File: src/hw/core_pkg.sv
package core_pkg;

  localparam int XLEN = 32;

  typedef logic [XLEN-1:0] xlen_t;
  typedef logic [31:0]     inst_t;
  typedef logic [4:0]      reg_addr_t;

  // ALU operations, PASS_B carries the LUI immediate through
  typedef enum logic [2:0] {
    ALU_ADD,
    ALU_SUB,
    ALU_AND,
    ALU_OR,
    ALU_XOR,
    ALU_SLT,
    ALU_PASS_B
  } alu_op_e;

  // Source of the register writeback value
  typedef enum logic [1:0] {
    WB_ALU,
    WB_MEM,
    WB_PC4
  } wb_sel_e;

  // Major opcodes
  localparam logic [6:0] OPC_OP     = 7'b0110011;
  localparam logic [6:0] OPC_OPIMM  = 7'b0010011;
  localparam logic [6:0] OPC_LUI    = 7'b0110111;
  localparam logic [6:0] OPC_LOAD   = 7'b0000011;
  localparam logic [6:0] OPC_STORE  = 7'b0100011;
  localparam logic [6:0] OPC_BRANCH = 7'b1100011;
  localparam logic [6:0] OPC_JAL    = 7'b1101111;

  localparam xlen_t RESET_PC = 32'h0000_0000;

  // addi x0, x0, 0
  localparam inst_t NOP_INST = 32'h0000_0013;

endpackage

File: src/hw/core_if.sv
`timescale 1ns/1ns

// Decode to execute register contents
interface id_ex_if;
  logic                 valid;
  core_pkg::xlen_t      pc;
  core_pkg::xlen_t      rs1_val;
  core_pkg::xlen_t      rs2_val;
  core_pkg::xlen_t      imm;
  core_pkg::reg_addr_t  rs1_addr;
  core_pkg::reg_addr_t  rs2_addr;
  core_pkg::reg_addr_t  rd_addr;
  logic                 reg_we;
  core_pkg::alu_op_e    alu_op;
  logic                 use_imm;
  logic                 is_load;
  logic                 is_store;
  logic                 is_branch;
  logic                 branch_ne;
  logic                 is_jal;
  core_pkg::wb_sel_e    wb_sel;

  modport producer (
    output valid, pc, rs1_val, rs2_val, imm, rs1_addr, rs2_addr, rd_addr,
    output reg_we, alu_op, use_imm, is_load, is_store, is_branch, branch_ne,
    output is_jal, wb_sel
  );

  modport consumer (
    input valid, pc, rs1_val, rs2_val, imm, rs1_addr, rs2_addr, rd_addr,
    input reg_we, alu_op, use_imm, is_load, is_store, is_branch, branch_ne,
    input is_jal, wb_sel
  );

  // Load-use detection only looks at the destination of a load
  modport monitor (input valid, rd_addr, reg_we, is_load);
endinterface

// Execute to memory register contents
interface ex_mem_if;
  logic                 valid;
  core_pkg::xlen_t      alu_result;
  core_pkg::xlen_t      pc4;
  core_pkg::xlen_t      store_data;
  core_pkg::reg_addr_t  rd_addr;
  logic                 reg_we;
  logic                 is_load;
  logic                 is_store;
  core_pkg::wb_sel_e    wb_sel;

  modport producer (
    output valid, alu_result, pc4, store_data, rd_addr, reg_we, is_load, is_store, wb_sel
  );

  modport consumer (
    input valid, alu_result, pc4, store_data, rd_addr, reg_we, is_load, is_store, wb_sel
  );
endinterface

File: src/hw/decode_stage.sv
`timescale 1ns/1ns

module decode_stage (
  input  logic                i_clk,
  input  logic                i_rst_n,
  input  logic                i_stall,
  input  logic                i_flush,
  input  logic                i_if_valid,
  input  core_pkg::xlen_t     i_if_pc,
  input  core_pkg::inst_t     i_if_inst,
  output core_pkg::reg_addr_t o_rs1_addr,
  output core_pkg::reg_addr_t o_rs2_addr,
  input  logic                i_wb_we,
  input  core_pkg::reg_addr_t i_wb_rd,
  input  core_pkg::xlen_t     i_wb_data,
  id_ex_if.producer           id_ex
);

  logic [6:0] opcode;
  logic [2:0] funct3;
  logic [6:0] funct7;
  core_pkg::xlen_t imm_i;
  core_pkg::xlen_t imm_s;
  core_pkg::xlen_t imm_b;
  core_pkg::xlen_t imm_u;
  core_pkg::xlen_t imm_j;
  core_pkg::xlen_t rs1_val;
  core_pkg::xlen_t rs2_val;

  logic legal;
  logic use_rs1;
  logic use_rs2;
  logic reg_we;
  logic use_imm;
  logic is_load;
  logic is_store;
  logic is_branch;
  logic is_jal;
  logic take;
  core_pkg::alu_op_e alu_op;
  core_pkg::wb_sel_e wb_sel;
  core_pkg::xlen_t   imm;

  assign opcode = i_if_inst[6:0];
  assign funct3 = i_if_inst[14:12];
  assign funct7 = i_if_inst[31:25];

  assign imm_i = {{20{i_if_inst[31]}}, i_if_inst[31:20]};
  assign imm_s = {{20{i_if_inst[31]}}, i_if_inst[31:25], i_if_inst[11:7]};
  assign imm_b = {{19{i_if_inst[31]}}, i_if_inst[31], i_if_inst[7],
                  i_if_inst[30:25], i_if_inst[11:8], 1'b0};
  assign imm_u = {i_if_inst[31:12], 12'b0};
  assign imm_j = {{11{i_if_inst[31]}}, i_if_inst[31], i_if_inst[19:12],
                  i_if_inst[20], i_if_inst[30:21], 1'b0};

  always_comb begin
    legal     = 1'b1;
    use_rs1   = 1'b0;
    use_rs2   = 1'b0;
    reg_we    = 1'b0;
    use_imm   = 1'b1;
    is_load   = 1'b0;
    is_store  = 1'b0;
    is_branch = 1'b0;
    is_jal    = 1'b0;
    alu_op    = core_pkg::ALU_ADD;
    wb_sel    = core_pkg::WB_ALU;
    imm       = imm_i;
    case (opcode)
      core_pkg::OPC_OP: begin
        use_rs1 = 1'b1;
        use_rs2 = 1'b1;
        reg_we  = 1'b1;
        use_imm = 1'b0;
        case ({funct7, funct3})
          {7'b0000000, 3'b000}: alu_op = core_pkg::ALU_ADD;
          {7'b0100000, 3'b000}: alu_op = core_pkg::ALU_SUB;
          {7'b0000000, 3'b111}: alu_op = core_pkg::ALU_AND;
          {7'b0000000, 3'b110}: alu_op = core_pkg::ALU_OR;
          {7'b0000000, 3'b100}: alu_op = core_pkg::ALU_XOR;
          {7'b0000000, 3'b010}: alu_op = core_pkg::ALU_SLT;
          default:              legal  = 1'b0;
        endcase
      end
      core_pkg::OPC_OPIMM: begin
        // ADDI only
        use_rs1 = 1'b1;
        reg_we  = 1'b1;
        legal   = (funct3 == 3'b000);
      end
      core_pkg::OPC_LUI: begin
        reg_we = 1'b1;
        alu_op = core_pkg::ALU_PASS_B;
        imm    = imm_u;
      end
      core_pkg::OPC_LOAD: begin
        use_rs1 = 1'b1;
        reg_we  = 1'b1;
        is_load = 1'b1;
        wb_sel  = core_pkg::WB_MEM;
        legal   = (funct3 == 3'b010);
      end
      core_pkg::OPC_STORE: begin
        use_rs1  = 1'b1;
        use_rs2  = 1'b1;
        is_store = 1'b1;
        imm      = imm_s;
        legal    = (funct3 == 3'b010);
      end
      core_pkg::OPC_BRANCH: begin
        // BEQ and BNE
        use_rs1   = 1'b1;
        use_rs2   = 1'b1;
        use_imm   = 1'b0;
        is_branch = 1'b1;
        imm       = imm_b;
        legal     = (funct3[2:1] == 2'b00);
      end
      core_pkg::OPC_JAL: begin
        reg_we = 1'b1;
        is_jal = 1'b1;
        wb_sel = core_pkg::WB_PC4;
        imm    = imm_j;
      end
      default: legal = 1'b0;
    endcase
  end

  // Unused source fields read as x0 so they never forward or stall
  assign o_rs1_addr = (legal && use_rs1) ? i_if_inst[19:15] : '0;
  assign o_rs2_addr = (legal && use_rs2) ? i_if_inst[24:20] : '0;

  register_file i_register_file (
    .i_clk      (i_clk),
    .i_rst_n    (i_rst_n),
    .i_we       (i_wb_we),
    .i_waddr    (i_wb_rd),
    .i_wdata    (i_wb_data),
    .i_rs1_addr (o_rs1_addr),
    .i_rs2_addr (o_rs2_addr),
    .o_rs1      (rs1_val),
    .o_rs2      (rs2_val)
  );

  // Stall, flush and unsupported encodings all become bubbles
  assign take = i_if_valid && legal && !i_stall && !i_flush;

  always_ff @(posedge i_clk) begin
    if (!i_rst_n) begin
      id_ex.valid     <= 1'b0;
      id_ex.reg_we    <= 1'b0;
      id_ex.is_load   <= 1'b0;
      id_ex.is_store  <= 1'b0;
      id_ex.is_branch <= 1'b0;
      id_ex.is_jal    <= 1'b0;
    end else begin
      id_ex.valid     <= take;
      id_ex.reg_we    <= take && reg_we;
      id_ex.is_load   <= take && is_load;
      id_ex.is_store  <= take && is_store;
      id_ex.is_branch <= take && is_branch;
      id_ex.is_jal    <= take && is_jal;
    end
  end

  always_ff @(posedge i_clk) begin
    id_ex.pc        <= i_if_pc;
    id_ex.rs1_val   <= rs1_val;
    id_ex.rs2_val   <= rs2_val;
    id_ex.imm       <= imm;
    id_ex.rs1_addr  <= o_rs1_addr;
    id_ex.rs2_addr  <= o_rs2_addr;
    id_ex.rd_addr   <= i_if_inst[11:7];
    id_ex.alu_op    <= alu_op;
    id_ex.use_imm   <= use_imm;
    id_ex.branch_ne <= funct3[0];
    id_ex.wb_sel    <= wb_sel;
  end

endmodule

File: src/hw/execute_stage.sv
`timescale 1ns/1ns

module execute_stage (
  input  logic                i_clk,
  input  logic                i_rst_n,
  id_ex_if.consumer           id_ex,
  input  logic                i_wb_we,
  input  core_pkg::reg_addr_t i_wb_rd,
  input  core_pkg::xlen_t     i_wb_data,
  output logic                o_redirect,
  output core_pkg::xlen_t     o_redirect_pc,
  ex_mem_if.producer          ex_mem
);

  core_pkg::xlen_t mem_fwd_val;
  core_pkg::xlen_t rs1_fwd;
  core_pkg::xlen_t rs2_fwd;
  core_pkg::xlen_t op_b;
  core_pkg::xlen_t alu_res;
  logic            eq;

  // EX/MEM holds the younger result so it takes priority
  function automatic core_pkg::xlen_t forward(input core_pkg::reg_addr_t addr,
                                              input core_pkg::xlen_t rf_val);
    core_pkg::xlen_t val;
    val = rf_val;
    if (addr != '0) begin
      if (ex_mem.valid && ex_mem.reg_we && ex_mem.rd_addr == addr) begin
        val = mem_fwd_val;
      end else if (i_wb_we && i_wb_rd == addr) begin
        val = i_wb_data;
      end
    end
    return val;
  endfunction

  // Load data is never forwarded from here, the load-use stall covers it
  assign mem_fwd_val = (ex_mem.wb_sel == core_pkg::WB_PC4) ? ex_mem.pc4 : ex_mem.alu_result;

  always_comb begin
    rs1_fwd = forward(id_ex.rs1_addr, id_ex.rs1_val);
    rs2_fwd = forward(id_ex.rs2_addr, id_ex.rs2_val);
  end

  assign op_b = id_ex.use_imm ? id_ex.imm : rs2_fwd;

  always_comb begin
    case (id_ex.alu_op)
      core_pkg::ALU_ADD: alu_res = rs1_fwd + op_b;
      core_pkg::ALU_SUB: alu_res = rs1_fwd - op_b;
      core_pkg::ALU_AND: alu_res = rs1_fwd & op_b;
      core_pkg::ALU_OR:  alu_res = rs1_fwd | op_b;
      core_pkg::ALU_XOR: alu_res = rs1_fwd ^ op_b;
      core_pkg::ALU_SLT: alu_res = {31'b0, $signed(rs1_fwd) < $signed(op_b)};
      default:           alu_res = op_b;
    endcase
  end

  // Branch decision
  assign eq = (rs1_fwd == rs2_fwd);
  assign o_redirect = id_ex.valid &&
                      (id_ex.is_jal || (id_ex.is_branch && (eq != id_ex.branch_ne)));
  assign o_redirect_pc = id_ex.pc + id_ex.imm;

  always_ff @(posedge i_clk) begin
    if (!i_rst_n) begin
      ex_mem.valid    <= 1'b0;
      ex_mem.reg_we   <= 1'b0;
      ex_mem.is_load  <= 1'b0;
      ex_mem.is_store <= 1'b0;
    end else begin
      ex_mem.valid    <= id_ex.valid;
      ex_mem.reg_we   <= id_ex.reg_we;
      ex_mem.is_load  <= id_ex.is_load;
      ex_mem.is_store <= id_ex.is_store;
    end
  end

  always_ff @(posedge i_clk) begin
    ex_mem.alu_result <= alu_res;
    ex_mem.pc4        <= id_ex.pc + 32'd4;
    ex_mem.store_data <= rs2_fwd;
    ex_mem.rd_addr    <= id_ex.rd_addr;
    ex_mem.wb_sel     <= id_ex.wb_sel;
  end

  // Taken branch must have been a real instruction, and the next slot is a bubble
  a_redirect_valid: assert property (@(posedge i_clk) disable iff (!i_rst_n)
    o_redirect |-> id_ex.valid ##1 !id_ex.valid);

endmodule

File: src/hw/fetch_stage.sv
`timescale 1ns/1ns

module fetch_stage (
  input  logic            i_clk,
  input  logic            i_rst_n,
  input  logic            i_stall,
  input  logic            i_flush,
  input  logic            i_redirect,
  input  core_pkg::xlen_t i_redirect_pc,
  output core_pkg::xlen_t o_imem_addr,
  input  core_pkg::inst_t i_imem_data,
  output logic            o_if_valid,
  output core_pkg::xlen_t o_if_pc,
  output core_pkg::inst_t o_if_inst
);

  core_pkg::xlen_t pc_q;

  assign o_imem_addr = pc_q;

  // Redirect wins over the load-use hold
  always_ff @(posedge i_clk) begin
    if (!i_rst_n) begin
      pc_q <= core_pkg::RESET_PC;
    end else if (i_redirect) begin
      pc_q <= i_redirect_pc;
    end else if (!i_stall) begin
      pc_q <= pc_q + 32'd4;
    end
  end

  // IF/ID valid
  always_ff @(posedge i_clk) begin
    if (!i_rst_n) begin
      o_if_valid <= 1'b0;
    end else if (i_flush) begin
      o_if_valid <= 1'b0;
    end else if (!i_stall) begin
      o_if_valid <= 1'b1;
    end
  end

  // IF/ID payload
  always_ff @(posedge i_clk) begin
    if (i_flush) begin
      o_if_inst <= core_pkg::NOP_INST;
    end else if (!i_stall) begin
      o_if_pc   <= pc_q;
      o_if_inst <= i_imem_data;
    end
  end

endmodule

File: src/hw/hazard_unit.sv
`timescale 1ns/1ns

module hazard_unit (
  input  core_pkg::reg_addr_t i_rs1_addr,
  input  core_pkg::reg_addr_t i_rs2_addr,
  id_ex_if.monitor            id_ex,
  input  logic                i_redirect,
  output logic                o_stall,
  output logic                o_flush
);

  logic load_in_ex;
  logic load_use;

  // Load result is not ready until writeback
  assign load_in_ex = id_ex.valid && id_ex.is_load && id_ex.reg_we && (id_ex.rd_addr != '0);
  assign load_use   = load_in_ex &&
                      ((id_ex.rd_addr == i_rs1_addr) || (id_ex.rd_addr == i_rs2_addr));

  // Redirect kills the decoding instruction anyway
  assign o_stall = load_use && !i_redirect;
  assign o_flush = i_redirect;

  always_comb begin
    a_stall_needs_load: assert final (!o_stall || (id_ex.valid && id_ex.is_load && !o_flush));
  end

endmodule

File: src/hw/memory_stage.sv
`timescale 1ns/1ns

module memory_stage (
  input  logic                i_clk,
  input  logic                i_rst_n,
  ex_mem_if.consumer          ex_mem,
  output core_pkg::xlen_t     o_dmem_addr,
  output logic                o_dmem_we,
  output core_pkg::xlen_t     o_dmem_wdata,
  input  core_pkg::xlen_t     i_dmem_rdata,
  output logic                o_wb_we,
  output core_pkg::reg_addr_t o_wb_rd,
  output core_pkg::xlen_t     o_wb_data
);

  logic                we_q;
  core_pkg::reg_addr_t rd_q;
  core_pkg::wb_sel_e   sel_q;
  core_pkg::xlen_t     alu_q;
  core_pkg::xlen_t     pc4_q;
  core_pkg::xlen_t     rdata_q;

  assign o_dmem_addr  = ex_mem.alu_result;
  assign o_dmem_wdata = ex_mem.store_data;
  assign o_dmem_we    = ex_mem.valid && ex_mem.is_store;

  always_ff @(posedge i_clk) begin
    if (!i_rst_n) begin
      we_q <= 1'b0;
    end else begin
      we_q <= ex_mem.valid && ex_mem.reg_we;
    end
  end

  // MEM/WB payload
  always_ff @(posedge i_clk) begin
    rd_q  <= ex_mem.rd_addr;
    sel_q <= ex_mem.wb_sel;
    alu_q <= ex_mem.alu_result;
    pc4_q <= ex_mem.pc4;
    if (ex_mem.is_load) begin
      rdata_q <= i_dmem_rdata;
    end
  end

  always_comb begin
    case (sel_q)
      core_pkg::WB_MEM: o_wb_data = rdata_q;
      core_pkg::WB_PC4: o_wb_data = pc4_q;
      default:          o_wb_data = alu_q;
    endcase
  end

  assign o_wb_we = we_q;
  assign o_wb_rd = rd_q;

  // A store never writes a register on the following writeback
  a_store_valid: assert property (@(posedge i_clk) disable iff (!i_rst_n)
    o_dmem_we |-> ex_mem.valid ##1 !o_wb_we);

endmodule

File: src/hw/register_file.sv
`timescale 1ns/1ns

module register_file (
  input  logic                i_clk,
  input  logic                i_rst_n,
  input  logic                i_we,
  input  core_pkg::reg_addr_t i_waddr,
  input  core_pkg::xlen_t     i_wdata,
  input  core_pkg::reg_addr_t i_rs1_addr,
  input  core_pkg::reg_addr_t i_rs2_addr,
  output core_pkg::xlen_t     o_rs1,
  output core_pkg::xlen_t     o_rs2
);

  // x0 has no storage
  core_pkg::xlen_t regs [1:31];

  logic write_ok;

  assign write_ok = i_rst_n && i_we && (i_waddr != '0);

  always_ff @(posedge i_clk) begin
    if (write_ok) begin
      regs[i_waddr] <= i_wdata;
    end
  end

  // Write-first bypass so writeback and decode can share a cycle
  assign o_rs1 = (i_rs1_addr == '0) ? '0 :
                 (write_ok && i_waddr == i_rs1_addr) ? i_wdata : regs[i_rs1_addr];
  assign o_rs2 = (i_rs2_addr == '0) ? '0 :
                 (write_ok && i_waddr == i_rs2_addr) ? i_wdata : regs[i_rs2_addr];

  a_x0_rs1: assert property (@(posedge i_clk) disable iff (!i_rst_n)
    i_rs1_addr == '0 |-> o_rs1 == '0);
  a_x0_rs2: assert property (@(posedge i_clk) disable iff (!i_rst_n)
    i_rs2_addr == '0 |-> o_rs2 == '0);

endmodule

File: src/hw/rv_core.sv
`timescale 1ns/1ns

module rv_core (
  input  logic            i_clk,
  input  logic            i_rst_n,
  output core_pkg::xlen_t o_imem_addr,
  input  core_pkg::inst_t i_imem_data,
  output core_pkg::xlen_t o_dmem_addr,
  output logic            o_dmem_we,
  output core_pkg::xlen_t o_dmem_wdata,
  input  core_pkg::xlen_t i_dmem_rdata
);

  logic                if_valid;
  core_pkg::xlen_t     if_pc;
  core_pkg::inst_t     if_inst;
  core_pkg::reg_addr_t rs1_addr;
  core_pkg::reg_addr_t rs2_addr;
  logic                stall;
  logic                flush;
  logic                redirect;
  core_pkg::xlen_t     redirect_pc;
  logic                wb_we;
  core_pkg::reg_addr_t wb_rd;
  core_pkg::xlen_t     wb_data;

  id_ex_if  id_ex ();
  ex_mem_if ex_mem ();

  fetch_stage i_fetch_stage (
    .i_clk         (i_clk),
    .i_rst_n       (i_rst_n),
    .i_stall       (stall),
    .i_flush       (flush),
    .i_redirect    (redirect),
    .i_redirect_pc (redirect_pc),
    .o_imem_addr   (o_imem_addr),
    .i_imem_data   (i_imem_data),
    .o_if_valid    (if_valid),
    .o_if_pc       (if_pc),
    .o_if_inst     (if_inst)
  );

  decode_stage i_decode_stage (
    .i_clk      (i_clk),
    .i_rst_n    (i_rst_n),
    .i_stall    (stall),
    .i_flush    (flush),
    .i_if_valid (if_valid),
    .i_if_pc    (if_pc),
    .i_if_inst  (if_inst),
    .o_rs1_addr (rs1_addr),
    .o_rs2_addr (rs2_addr),
    .i_wb_we    (wb_we),
    .i_wb_rd    (wb_rd),
    .i_wb_data  (wb_data),
    .id_ex      (id_ex.producer)
  );

  hazard_unit i_hazard_unit (
    .i_rs1_addr (rs1_addr),
    .i_rs2_addr (rs2_addr),
    .id_ex      (id_ex.monitor),
    .i_redirect (redirect),
    .o_stall    (stall),
    .o_flush    (flush)
  );

  execute_stage i_execute_stage (
    .i_clk         (i_clk),
    .i_rst_n       (i_rst_n),
    .id_ex         (id_ex.consumer),
    .i_wb_we       (wb_we),
    .i_wb_rd       (wb_rd),
    .i_wb_data     (wb_data),
    .o_redirect    (redirect),
    .o_redirect_pc (redirect_pc),
    .ex_mem        (ex_mem.producer)
  );

  memory_stage i_memory_stage (
    .i_clk        (i_clk),
    .i_rst_n      (i_rst_n),
    .ex_mem       (ex_mem.consumer),
    .o_dmem_addr  (o_dmem_addr),
    .o_dmem_we    (o_dmem_we),
    .o_dmem_wdata (o_dmem_wdata),
    .i_dmem_rdata (i_dmem_rdata),
    .o_wb_we      (wb_we),
    .o_wb_rd      (wb_rd),
    .o_wb_data    (wb_data)
  );

endmodule

File: config.mk
export PLATFORM = sky130hd
export DESIGN_NAME = rv_core
export DESIGN_NICKNAME = d
export VERILOG_FILES = /design/src/hw/core_pkg.sv /design/src/hw/core_if.sv /design/src/hw/decode_stage.sv /design/src/hw/execute_stage.sv /design/src/hw/fetch_stage.sv /design/src/hw/hazard_unit.sv /design/src/hw/memory_stage.sv /design/src/hw/register_file.sv /design/src/hw/rv_core.sv
export SDC_FILE = /design/constraint.sdc
export NUM_CORES = 2
export LEC_CHECK = 0
export ABC_AREA = 1
export BUFFER_PORTS_ARGS = -buffer_cell sky130_fd_sc_hd__buf_2
export CAP_MARGIN = 20
export CORE_MARGIN = 2
export CORE_UTILIZATION = 40
export DETAILED_ROUTE_END_ITERATION = 12
export MAX_ROUTING_LAYER = met4
export PLACE_DENSITY_LB_ADDON = 0.15
export REMOVE_ABC_BUFFERS = 1
export SYNTH_ARGS = -nofsm -noshare
export SYNTH_HDL_FRONTEND = slang
export SYNTH_SLANG_ARGS = --single-unit
File: constraint.sdc
create_clock -name i_clk -period 6.9 [get_ports i_clk]
set_input_delay 0.69 -clock i_clk [delete_from_list [all_inputs] [get_ports i_clk]]
set_output_delay 0.69 -clock i_clk [all_outputs]
set_load 0.005 [all_outputs]
Word-level counts from Yosys, hierarchy flattened
Memory sizes are Yosys's and may differ from the RTL's. A register that Yosys moved wholly into a read port is not among the register bits.
Cells that the tools add are included.

operators by class
  equality and inequality tests = 30
  muxes and demuxes = 30
  magnitude comparators = 1
  reductions and logical operators = 48
  bitwise logic cells = 6
  add/subtract/negate cells = 5

operators with widths
  cell                     count
  $mux W32                 10
  $pmux W32 S6             1
  $pmux W31 S4             1
  $add A32 B3 Y32 const B  2
  $add A32 B32 Y32         2
  $pmux W32 S2             1
  $and A32 B32 Y32         1
  $eq A32 B32 Y1           1
  $lt A32 B32 Y1           1
  $or A32 B32 Y32          1
  $sub A32 B32 Y32         1
  $xor A32 B32 Y32         1
  $eq A10 B3 Y1 const B    3
  $eq A5 B5 Y1             6
  $logic_and A1 B1 Y1      25
  $eq A7 B6 Y1 const B     3
  $reduce_bool A5 Y1       4
  $pmux W3 S5              1
  $eq A7 B7 Y1 const B     2
  $mux W1                  11
  $eq A10 B2 Y1 const B    1
  $eq A10 B9 Y1 const B    1
  $logic_not A10 Y1        1
  $logic_not A5 Y1         2
  other kinds (23)         37

word-level totals
  input bits = 66
  output and inout port bits = 97
  register bits = 400
  memories = 1
  logic and storage cells = 155
  RAM bits = 992

memory list
  name                                 words  bits a word  read ports  clocked after memory_dff  wr ports  line                 text
  i_decode_stage.i_register_file.regs  31     32           2           2                         1         register_file.sv:16  core_pkg::xlen_t regs [1:31];

Longest topological paths before layout
  word-level depth = 16
  depth in mapped cells = 33
  depth with buffers taken out = 31

By module
From an unflattened synthesis, not the netlist that was laid out.

second synthesis, totals
  cell total of the unflattened synthesis = 10,086
  area, all modules = 78,916.9 um2

by module, submodules not included
  module         sequential area each (um2)  instances  cells each  area each (um2)
  register_file  29,788.6                    1          6,621       53,485.0
  execute_stage  2,142.1                     1          2,166       13,118.8
  fetch_stage    2,262.2                     1          552         4,307.9
  decode_stage   3,123.0                     1          318         4,018.9
  memory_stage   2,402.3                     1          381         3,774.9
  hazard_unit    0.0                         1          48          211.5

Least setup slack after synthesis
Ideal clock, no wire load.

  path kind = register to register
  from = register i_memory_stage.sel_q[0]
  to = register i_execute_stage.ex_mem.alu_result[26]
  cell stages (with the launch flop) = 32
  data arrival time = 4.641 ns
  setup time = 0.129 ns
  path buffers = 1
  slack = 2.130 ns
  clock period less this slack = 4.770 ns
  data required time = 6.771 ns
  path through = dfxtp_1 > inv_1 > ha_1 > inv_2 > clkbuf_1 > o21ai_0 > inv_1 > o21ai_0 > nand3_1 > nand2_1 > nand2_1 > o21ai_0 > inv_1 > ha_1 > inv_1 > fa_1 > inv_1 > nand2_1 > nand2_1 > a21oi_1 > o21ai_0 > inv_1 > o21ai_0 > a21boi_0 > o21ai_0 > a21boi_0 > o21ai_0 > nand2_1 > nand2_1 > nand2_1 > nand3_1 > nand4_1

on the way
  word-level cells in the longest chain between the ends = 8
  elaborated cells on any way between the ends = 16
  classes of those cells = add/sub: 2; eq/ne: 2; mux: 9; bitwise: 3

RTL lines
  item                                                  line                                      text
  start: declaration                                    memory_stage.sv:18                        core_pkg::wb_sel_e sel_q;
  start signal: assignment                              memory_stage.sv:38                        sel_q <= ex_mem.wb_sel;
  $eq A2 B2 Y1 or $eq A2 B1 Y1 (tied branches)          memory_stage.sv:47                        case (sel_q)
  $pmux W32 S2 *                                        memory_stage.sv:47
  net i_decode_stage.i_register_file.i_wdata[0]         register_file.sv:8                        input core_pkg::xlen_t i_wdata,
  $mux W32                                              execute_stage.sv:30                       end else if (i_wb_we && i_wb_rd == addr) begin
  $mux W32                                              execute_stage.sv:28                       if (ex_mem.valid && ex_mem.reg_we && ex_mem.rd_addr == addr) begin
  $mux W32                                              execute_stage.sv:27                       if (addr != '0) begin
  $mux W32                                              execute_stage.sv:45                       assign op_b = id_ex.use_imm ? id_ex.imm : rs2_fwd;
  $sub A32 B32 Y32 or $add A32 B32 Y32 (tied branches)  execute_stage.sv:50, execute_stage.sv:49
  $pmux W32 S6 *                                        execute_stage.sv:48                       case (id_ex.alu_op)
  net i_execute_stage.alu_res[26]                       execute_stage.sv:19                       core_pkg::xlen_t alu_res;
  end signal: assignment                                execute_stage.sv:80                       ex_mem.alu_result <= alu_res;
  end: declaration                                      core_if.sv:52                             output valid, alu_result, pc4, store_data, rd_addr, reg_we, is_load, is_store, wb_sel

The timed path passes the listed nets; every way through them passes the cells marked *.
A chain may end at the register's enable or synchronous reset.

Worst setup path after layout
  from = register i_memory_stage.sel_q[0]
  to = register i_execute_stage.ex_mem.alu_result[26]

on the way
  word-level cells in the longest chain between the ends = 8
  elaborated cells on any way between the ends = 16
  classes of those cells = add/sub: 2; eq/ne: 2; mux: 9; bitwise: 3

RTL lines
  item                                                  line                                      text
  $eq A2 B2 Y1 or $eq A2 B1 Y1 (tied branches)          memory_stage.sv:47
  $pmux W32 S2 *                                        memory_stage.sv:47
  $mux W32 *                                            execute_stage.sv:30
  $mux W32 *                                            execute_stage.sv:28
  $mux W32 *                                            execute_stage.sv:27
  net i_execute_stage.rs2_fwd[2]                        execute_stage.sv:17                       core_pkg::xlen_t rs2_fwd;
  $mux W32 *                                            execute_stage.sv:45
  $sub A32 B32 Y32 or $add A32 B32 Y32 (tied branches)  execute_stage.sv:50, execute_stage.sv:49
  $pmux W32 S6 *                                        execute_stage.sv:48
  net i_execute_stage.alu_res[26]                       execute_stage.sv:19

Marks and branches as above.

==> results.yml <==
run_status:
  outcome: "complete, no violations"
routing:
  num_vias: 66100
  detail_route.wl_per_cell_um: 29.2
  remaining_drc_errors: 0
  met2_length_mm: 138
  top_signal_layer_used: "met4"
  drt_wl_total_mm: 320
  firstDrtPassIters: 9
  first_iter_violations: 9623
  routedLengthMet1_mm: 136
  detailed_route_vias_per_instance: 6.04
  met3WireLength_mm: 32.7
  antenna_left: 0
global_routing:
  pin_count_of_the_biggest_net_entering_global_routing: 145
  grt_antenna_before_repair: 18
  groute.usage.overall: 0.343
  first_pass_grt_wire_length_mm: 452
  grt.overflow.total: 0
  grt_pass1_vias: 61700
power:
  vdd_ir_drop_max_mv: 0.221
  net-switching-power_w: 0.00465
  switching_share: 0.237
  power_density_over_the_cells_nw_per_um2: 234
  p_total_w: 0.0196
  internal-power_w: 0.0149
  p_seq_frac: 0.492
  leakagePower_nw: 32.4
  combPwrFrac: 0.046
  power_frac_clock: 0.462
sta:
  maxClockFrequency_mhz: 160
  grt_setup_unrepaired: "false"
  post-route-period-util: 0.907
  setup_violations: 0
  period_minus_slack_ns: 6.26
  fin_tns_setup_ns: 0
  drv_slew: 0
  slew_headroom: 0.191
  tightestPinTransition_ns: 1.21
  final_critical_path_setup_slack_ns: 0.644
  fin_hold_ws_ns: 0.0462
  finalClockSkew_ns: 0.0397
  finalHoldViolCount: 0
finish:
  layout-drive-gt1-share: 0.0920
  finalNetCount: 8536
  syn_to_final_growth_pct: 13.1
  multi_input_comb_area_um2: 29400
  filler_cell_count: 17700
  final-seq-area_um2: 39700
  layout_utilization: 0.456
yosys:
  area_of_the_mapped_netlist_um2: 73900
  synthMuxAreaShare: 0.000271
  synth.yosys.seq_area_share: 0.538
  synthDistinctLibCells: 56
  synth-async-reset-ratio: 0
  synth_compound_gate_area_share: 0.186
  synth_top_area_frac: 0.429
  synth.ff_latch_count: 1456
  synth-adder-area-share: 0.0237
  post_synth_xor_area_fraction: 0.0110
  number_of_synthesized_flops_with_an_enable_pin: 1056
  synth_cells: 8336
  synth_simple_gate_area_frac: 0.171
  synth.largest_area_cell: "sky130_fd_sc_hd__edfxtp_1"
  yosysWarnings: 0
  post_synth_main_area_contributors: "sky130_fd_sc_hd__edfxtp_1 43%, sky130_fd_sc_hd__dfxtp_1 11%, sky130_fd_sc_hd__nand2_1 7.5%"
  postSynthAreaPerCell_um2: 8.86
  synth_top_flop_cell: "sky130_fd_sc_hd__edfxtp_1"
  main_combinational_cell_family_by_area_after_synthesis: "compound AO/OA/AOI/OAI gates"
cts:
  ctsHoldBuffers: 27
  worst_setup_hold_path_clk_slew_ns: 0.06
  cts.sinks: 1456
  clockRootBuffer: "sky130_fd_sc_hd__clkbuf_16"
  worst_skew_pair.late_latency_ns: 0.83
  post-cts-setup-buffer-count: 0
  cts_max_path_bufs: 3
  resized_after_cts: 0
  cts_made_buffers: 167
  clock_tree_from_tritoncts: "done"
  h_tree_levels: 4
setup_path:
  path_class: "reg2reg"
  critPathLaunchType: "flop"
  worstPathArrival_ns: 6.95
  cp-end-kind: "flop"
  cp_max_fo: 33
  r2r_setup_slack_ns: 0.64
  required_time_reported_for_the_critical_path_endpoint_ns: 7.60
placement:
  post-dp-hpwl_mm: 204
  gp_congestion: 1.04
  placement.io_buffers: 162
  place_ws_ns: 0.859
flow_run:
  number_of_max_cap_violations: 0
floorplan:
  die-area_um2: 188000
  floorplan.initialDensity: 0.403
  floorplan.die.width_um: 434
  core_um2: 183000
  top_level_ports: 163
  placementRows: 157
  die_h_um: 434
worst_hold_path:
  timing.hold.worst.class: "in2reg"
==> state kept, by name (all words and copies together) (netlist names), 32 cells and up <==
register / flops
i_decode_stage.i_register_file.regs: 992
i_decode_stage.id_ex.imm: 32
i_decode_stage.id_ex.pc: 32
i_decode_stage.id_ex.rs1_val: 32
i_decode_stage.id_ex.rs2_val: 32
i_execute_stage.ex_mem.alu_result: 32
i_execute_stage.ex_mem.pc4: 32
i_execute_stage.ex_mem.store_data: 32
i_fetch_stage.o_if_inst: 32
i_fetch_stage.o_if_pc: 32
i_fetch_stage.o_imem_addr: 32
i_memory_stage.alu_q: 32
i_memory_stage.pc4_q: 32
i_memory_stage.rdata_q: 32
==> critical path, stage by stage, from the launching register on <==
cell                       delay (ns)
sky130_fd_sc_hd__dfxtp_1         0.34
sky130_fd_sc_hd__inv_1           0.05
sky130_fd_sc_hd__ha_1            0.33
sky130_fd_sc_hd__inv_2           0.45
sky130_fd_sc_hd__nand3_1         0.14
sky130_fd_sc_hd__o21ai_0         0.21
sky130_fd_sc_hd__nor2_1          0.09
sky130_fd_sc_hd__nor2_1          0.14
sky130_fd_sc_hd__o21ai_1         0.13
sky130_fd_sc_hd__o21ai_0         0.60
sky130_fd_sc_hd__inv_1           0.16
sky130_fd_sc_hd__ha_1            0.56
sky130_fd_sc_hd__nand2_1         0.14
sky130_fd_sc_hd__nand2_1         0.09
sky130_fd_sc_hd__a21oi_1         0.10
sky130_fd_sc_hd__o21ai_0         0.40
sky130_fd_sc_hd__inv_1           0.08
sky130_fd_sc_hd__o21ai_0         0.21
sky130_fd_sc_hd__buf_4           0.20
sky130_fd_sc_hd__a21boi_0        0.13
sky130_fd_sc_hd__o21ai_0         0.28
sky130_fd_sc_hd__a21boi_0        0.30
sky130_fd_sc_hd__o21ai_0         0.50
sky130_fd_sc_hd__nand2_1         0.15
sky130_fd_sc_hd__nand2_1         0.09
sky130_fd_sc_hd__nand2_1         0.05
sky130_fd_sc_hd__nand3_1         0.07
sky130_fd_sc_hd__nand4_1         0.11
==> cell usage after synthesis, types with 71 or more instances <==
cell / instances
sky130_fd_sc_hd__nor2_1: 649
sky130_fd_sc_hd__a21oi_1: 644
sky130_fd_sc_hd__edfxtp_1: 1056
sky130_fd_sc_hd__o221ai_1: 292
sky130_fd_sc_hd__o21ai_1: 96
sky130_fd_sc_hd__clkbuf_1: 477
sky130_fd_sc_hd__nand2_1: 1473
sky130_fd_sc_hd__inv_1: 742
sky130_fd_sc_hd__xor2_1: 73
sky130_fd_sc_hd__nand3_1: 677
sky130_fd_sc_hd__o21ai_0: 801
sky130_fd_sc_hd__dfxtp_1: 400
sky130_fd_sc_hd__nand4_1: 71
sky130_fd_sc_hd__o211ai_1: 266
sky130_fd_sc_hd__ha_1: 137
==> layout make-up <==
class,count,share of cell area
Multi-Input combinational cell,5537,0.352
Clock inverter,88,0.0112
Sequential cell,1456,0.475
Timing Repair Buffer,389,0.0342
Tap cell,2464,0.0369
Clock buffer,220,0.0549
Antenna cell,10,0.000299
Inverter,780,0.0357
==> stage by stage <==
step | cells | instance area, µm²
4_1_cts | 10900 | 83500
3_5_place_dp | 10600 | 77800
5_1_grt | 10900 | 83600
3_3_place_gp | 10600 | 77700
6_report | 10900 | 83600
2_1_floorplan | 7773 | 71600
==> power by group through the flow <==
| stage | Combinational, W | Sequential, W | Clock (W) |
|---|---|---|---|
| 6_report | 0.000897 | 0.00962 | 0.00905 |
| 4_1_cts | 0.000876 | 0.00962 | 0.00913 |
| 3_3_place_gp | 0.000862 | 0.00981 | 0 |
| 3_5_place_dp | 0.000860 | 0.00980 | 0 |
| 2_1_floorplan | 0.000436 | 0.00974 | 0 |
| 5_1_grt | 0.000954 | 0.00962 | 0.00948 |
==> path summary, 6_finish.rpt <==
kind                                  from                                     to  cells after the start
setup / recovery   i_memory_stage.sel_q[0]  i_execute_stage.ex_mem.alu_result[26]                     27
hold / removal            i_dmem_rdata[18]             i_memory_stage.rdata_q[18]                      1
setup reg to reg   i_memory_stage.sel_q[0]  i_execute_stage.ex_mem.alu_result[26]                     27
hold reg to reg   i_fetch_stage.o_if_pc[3]             i_decode_stage.id_ex.pc[3]                      0
==> routing by layer <==
metal | GRT usage | vias to the layer above
li1 | - | 29400
met1 | 0.479 | 32200
met2 | 0.494 | 3849
met3 | 0.0598 | 665
met4 | 0.134 | 0
met5 | - | -
==> logic make-up (layout without fill, tap and decap cells) <==
logic type,count (synthesis),in the layout
simple gates,3010,3010
fa+ha+maj,139,139
buf+inv,1343,1477
flops,1456,1456
mux,2,2
compound gates,2293,2293
xor+xnor,93,93
other cells,0,10
==> cell usage in the layout, fill, tap and decap left out, types with 14 or more instances in the layout <==
cell type and n:
sky130_fd_sc_hd__xor2_1 73, sky130_fd_sc_hd__a41oi_1 15, sky130_fd_sc_hd__buf_12 22, sky130_fd_sc_hd__nor2_4 37, sky130_fd_sc_hd__nand3_1 668, sky130_fd_sc_hd__clkbuf_1 39
sky130_fd_sc_hd__o211a_1 16, sky130_fd_sc_hd__clkinv_2 31, sky130_fd_sc_hd__nand2_1 1467, sky130_fd_sc_hd__ha_1 137, sky130_fd_sc_hd__dfxtp_1 400, sky130_fd_sc_hd__inv_1 735
sky130_fd_sc_hd__o21a_1 14, sky130_fd_sc_hd__o21ai_0 801, sky130_fd_sc_hd__xnor2_1 20, sky130_fd_sc_hd__buf_4 178, sky130_fd_sc_hd__o221ai_1 292, sky130_fd_sc_hd__nand4_1 71
sky130_fd_sc_hd__o22ai_1 50, sky130_fd_sc_hd__or2_2 38, sky130_fd_sc_hd__a21oi_1 644, sky130_fd_sc_hd__nor2_1 612, sky130_fd_sc_hd__edfxtp_1 1056, sky130_fd_sc_hd__nand2_2 24
sky130_fd_sc_hd__a31oi_1 26, sky130_fd_sc_hd__nor3_1 45, sky130_fd_sc_hd__o21ai_1 96, sky130_fd_sc_hd__clkbuf_16 173, sky130_fd_sc_hd__dlygate4sd3_1 27, sky130_fd_sc_hd__clkinv_1 32
sky130_fd_sc_hd__o211ai_1 266, sky130_fd_sc_hd__buf_2 162, sky130_fd_sc_hd__o2111ai_1 25, sky130_fd_sc_hd__inv_2 24
Power figures use the tool's default switching activity.
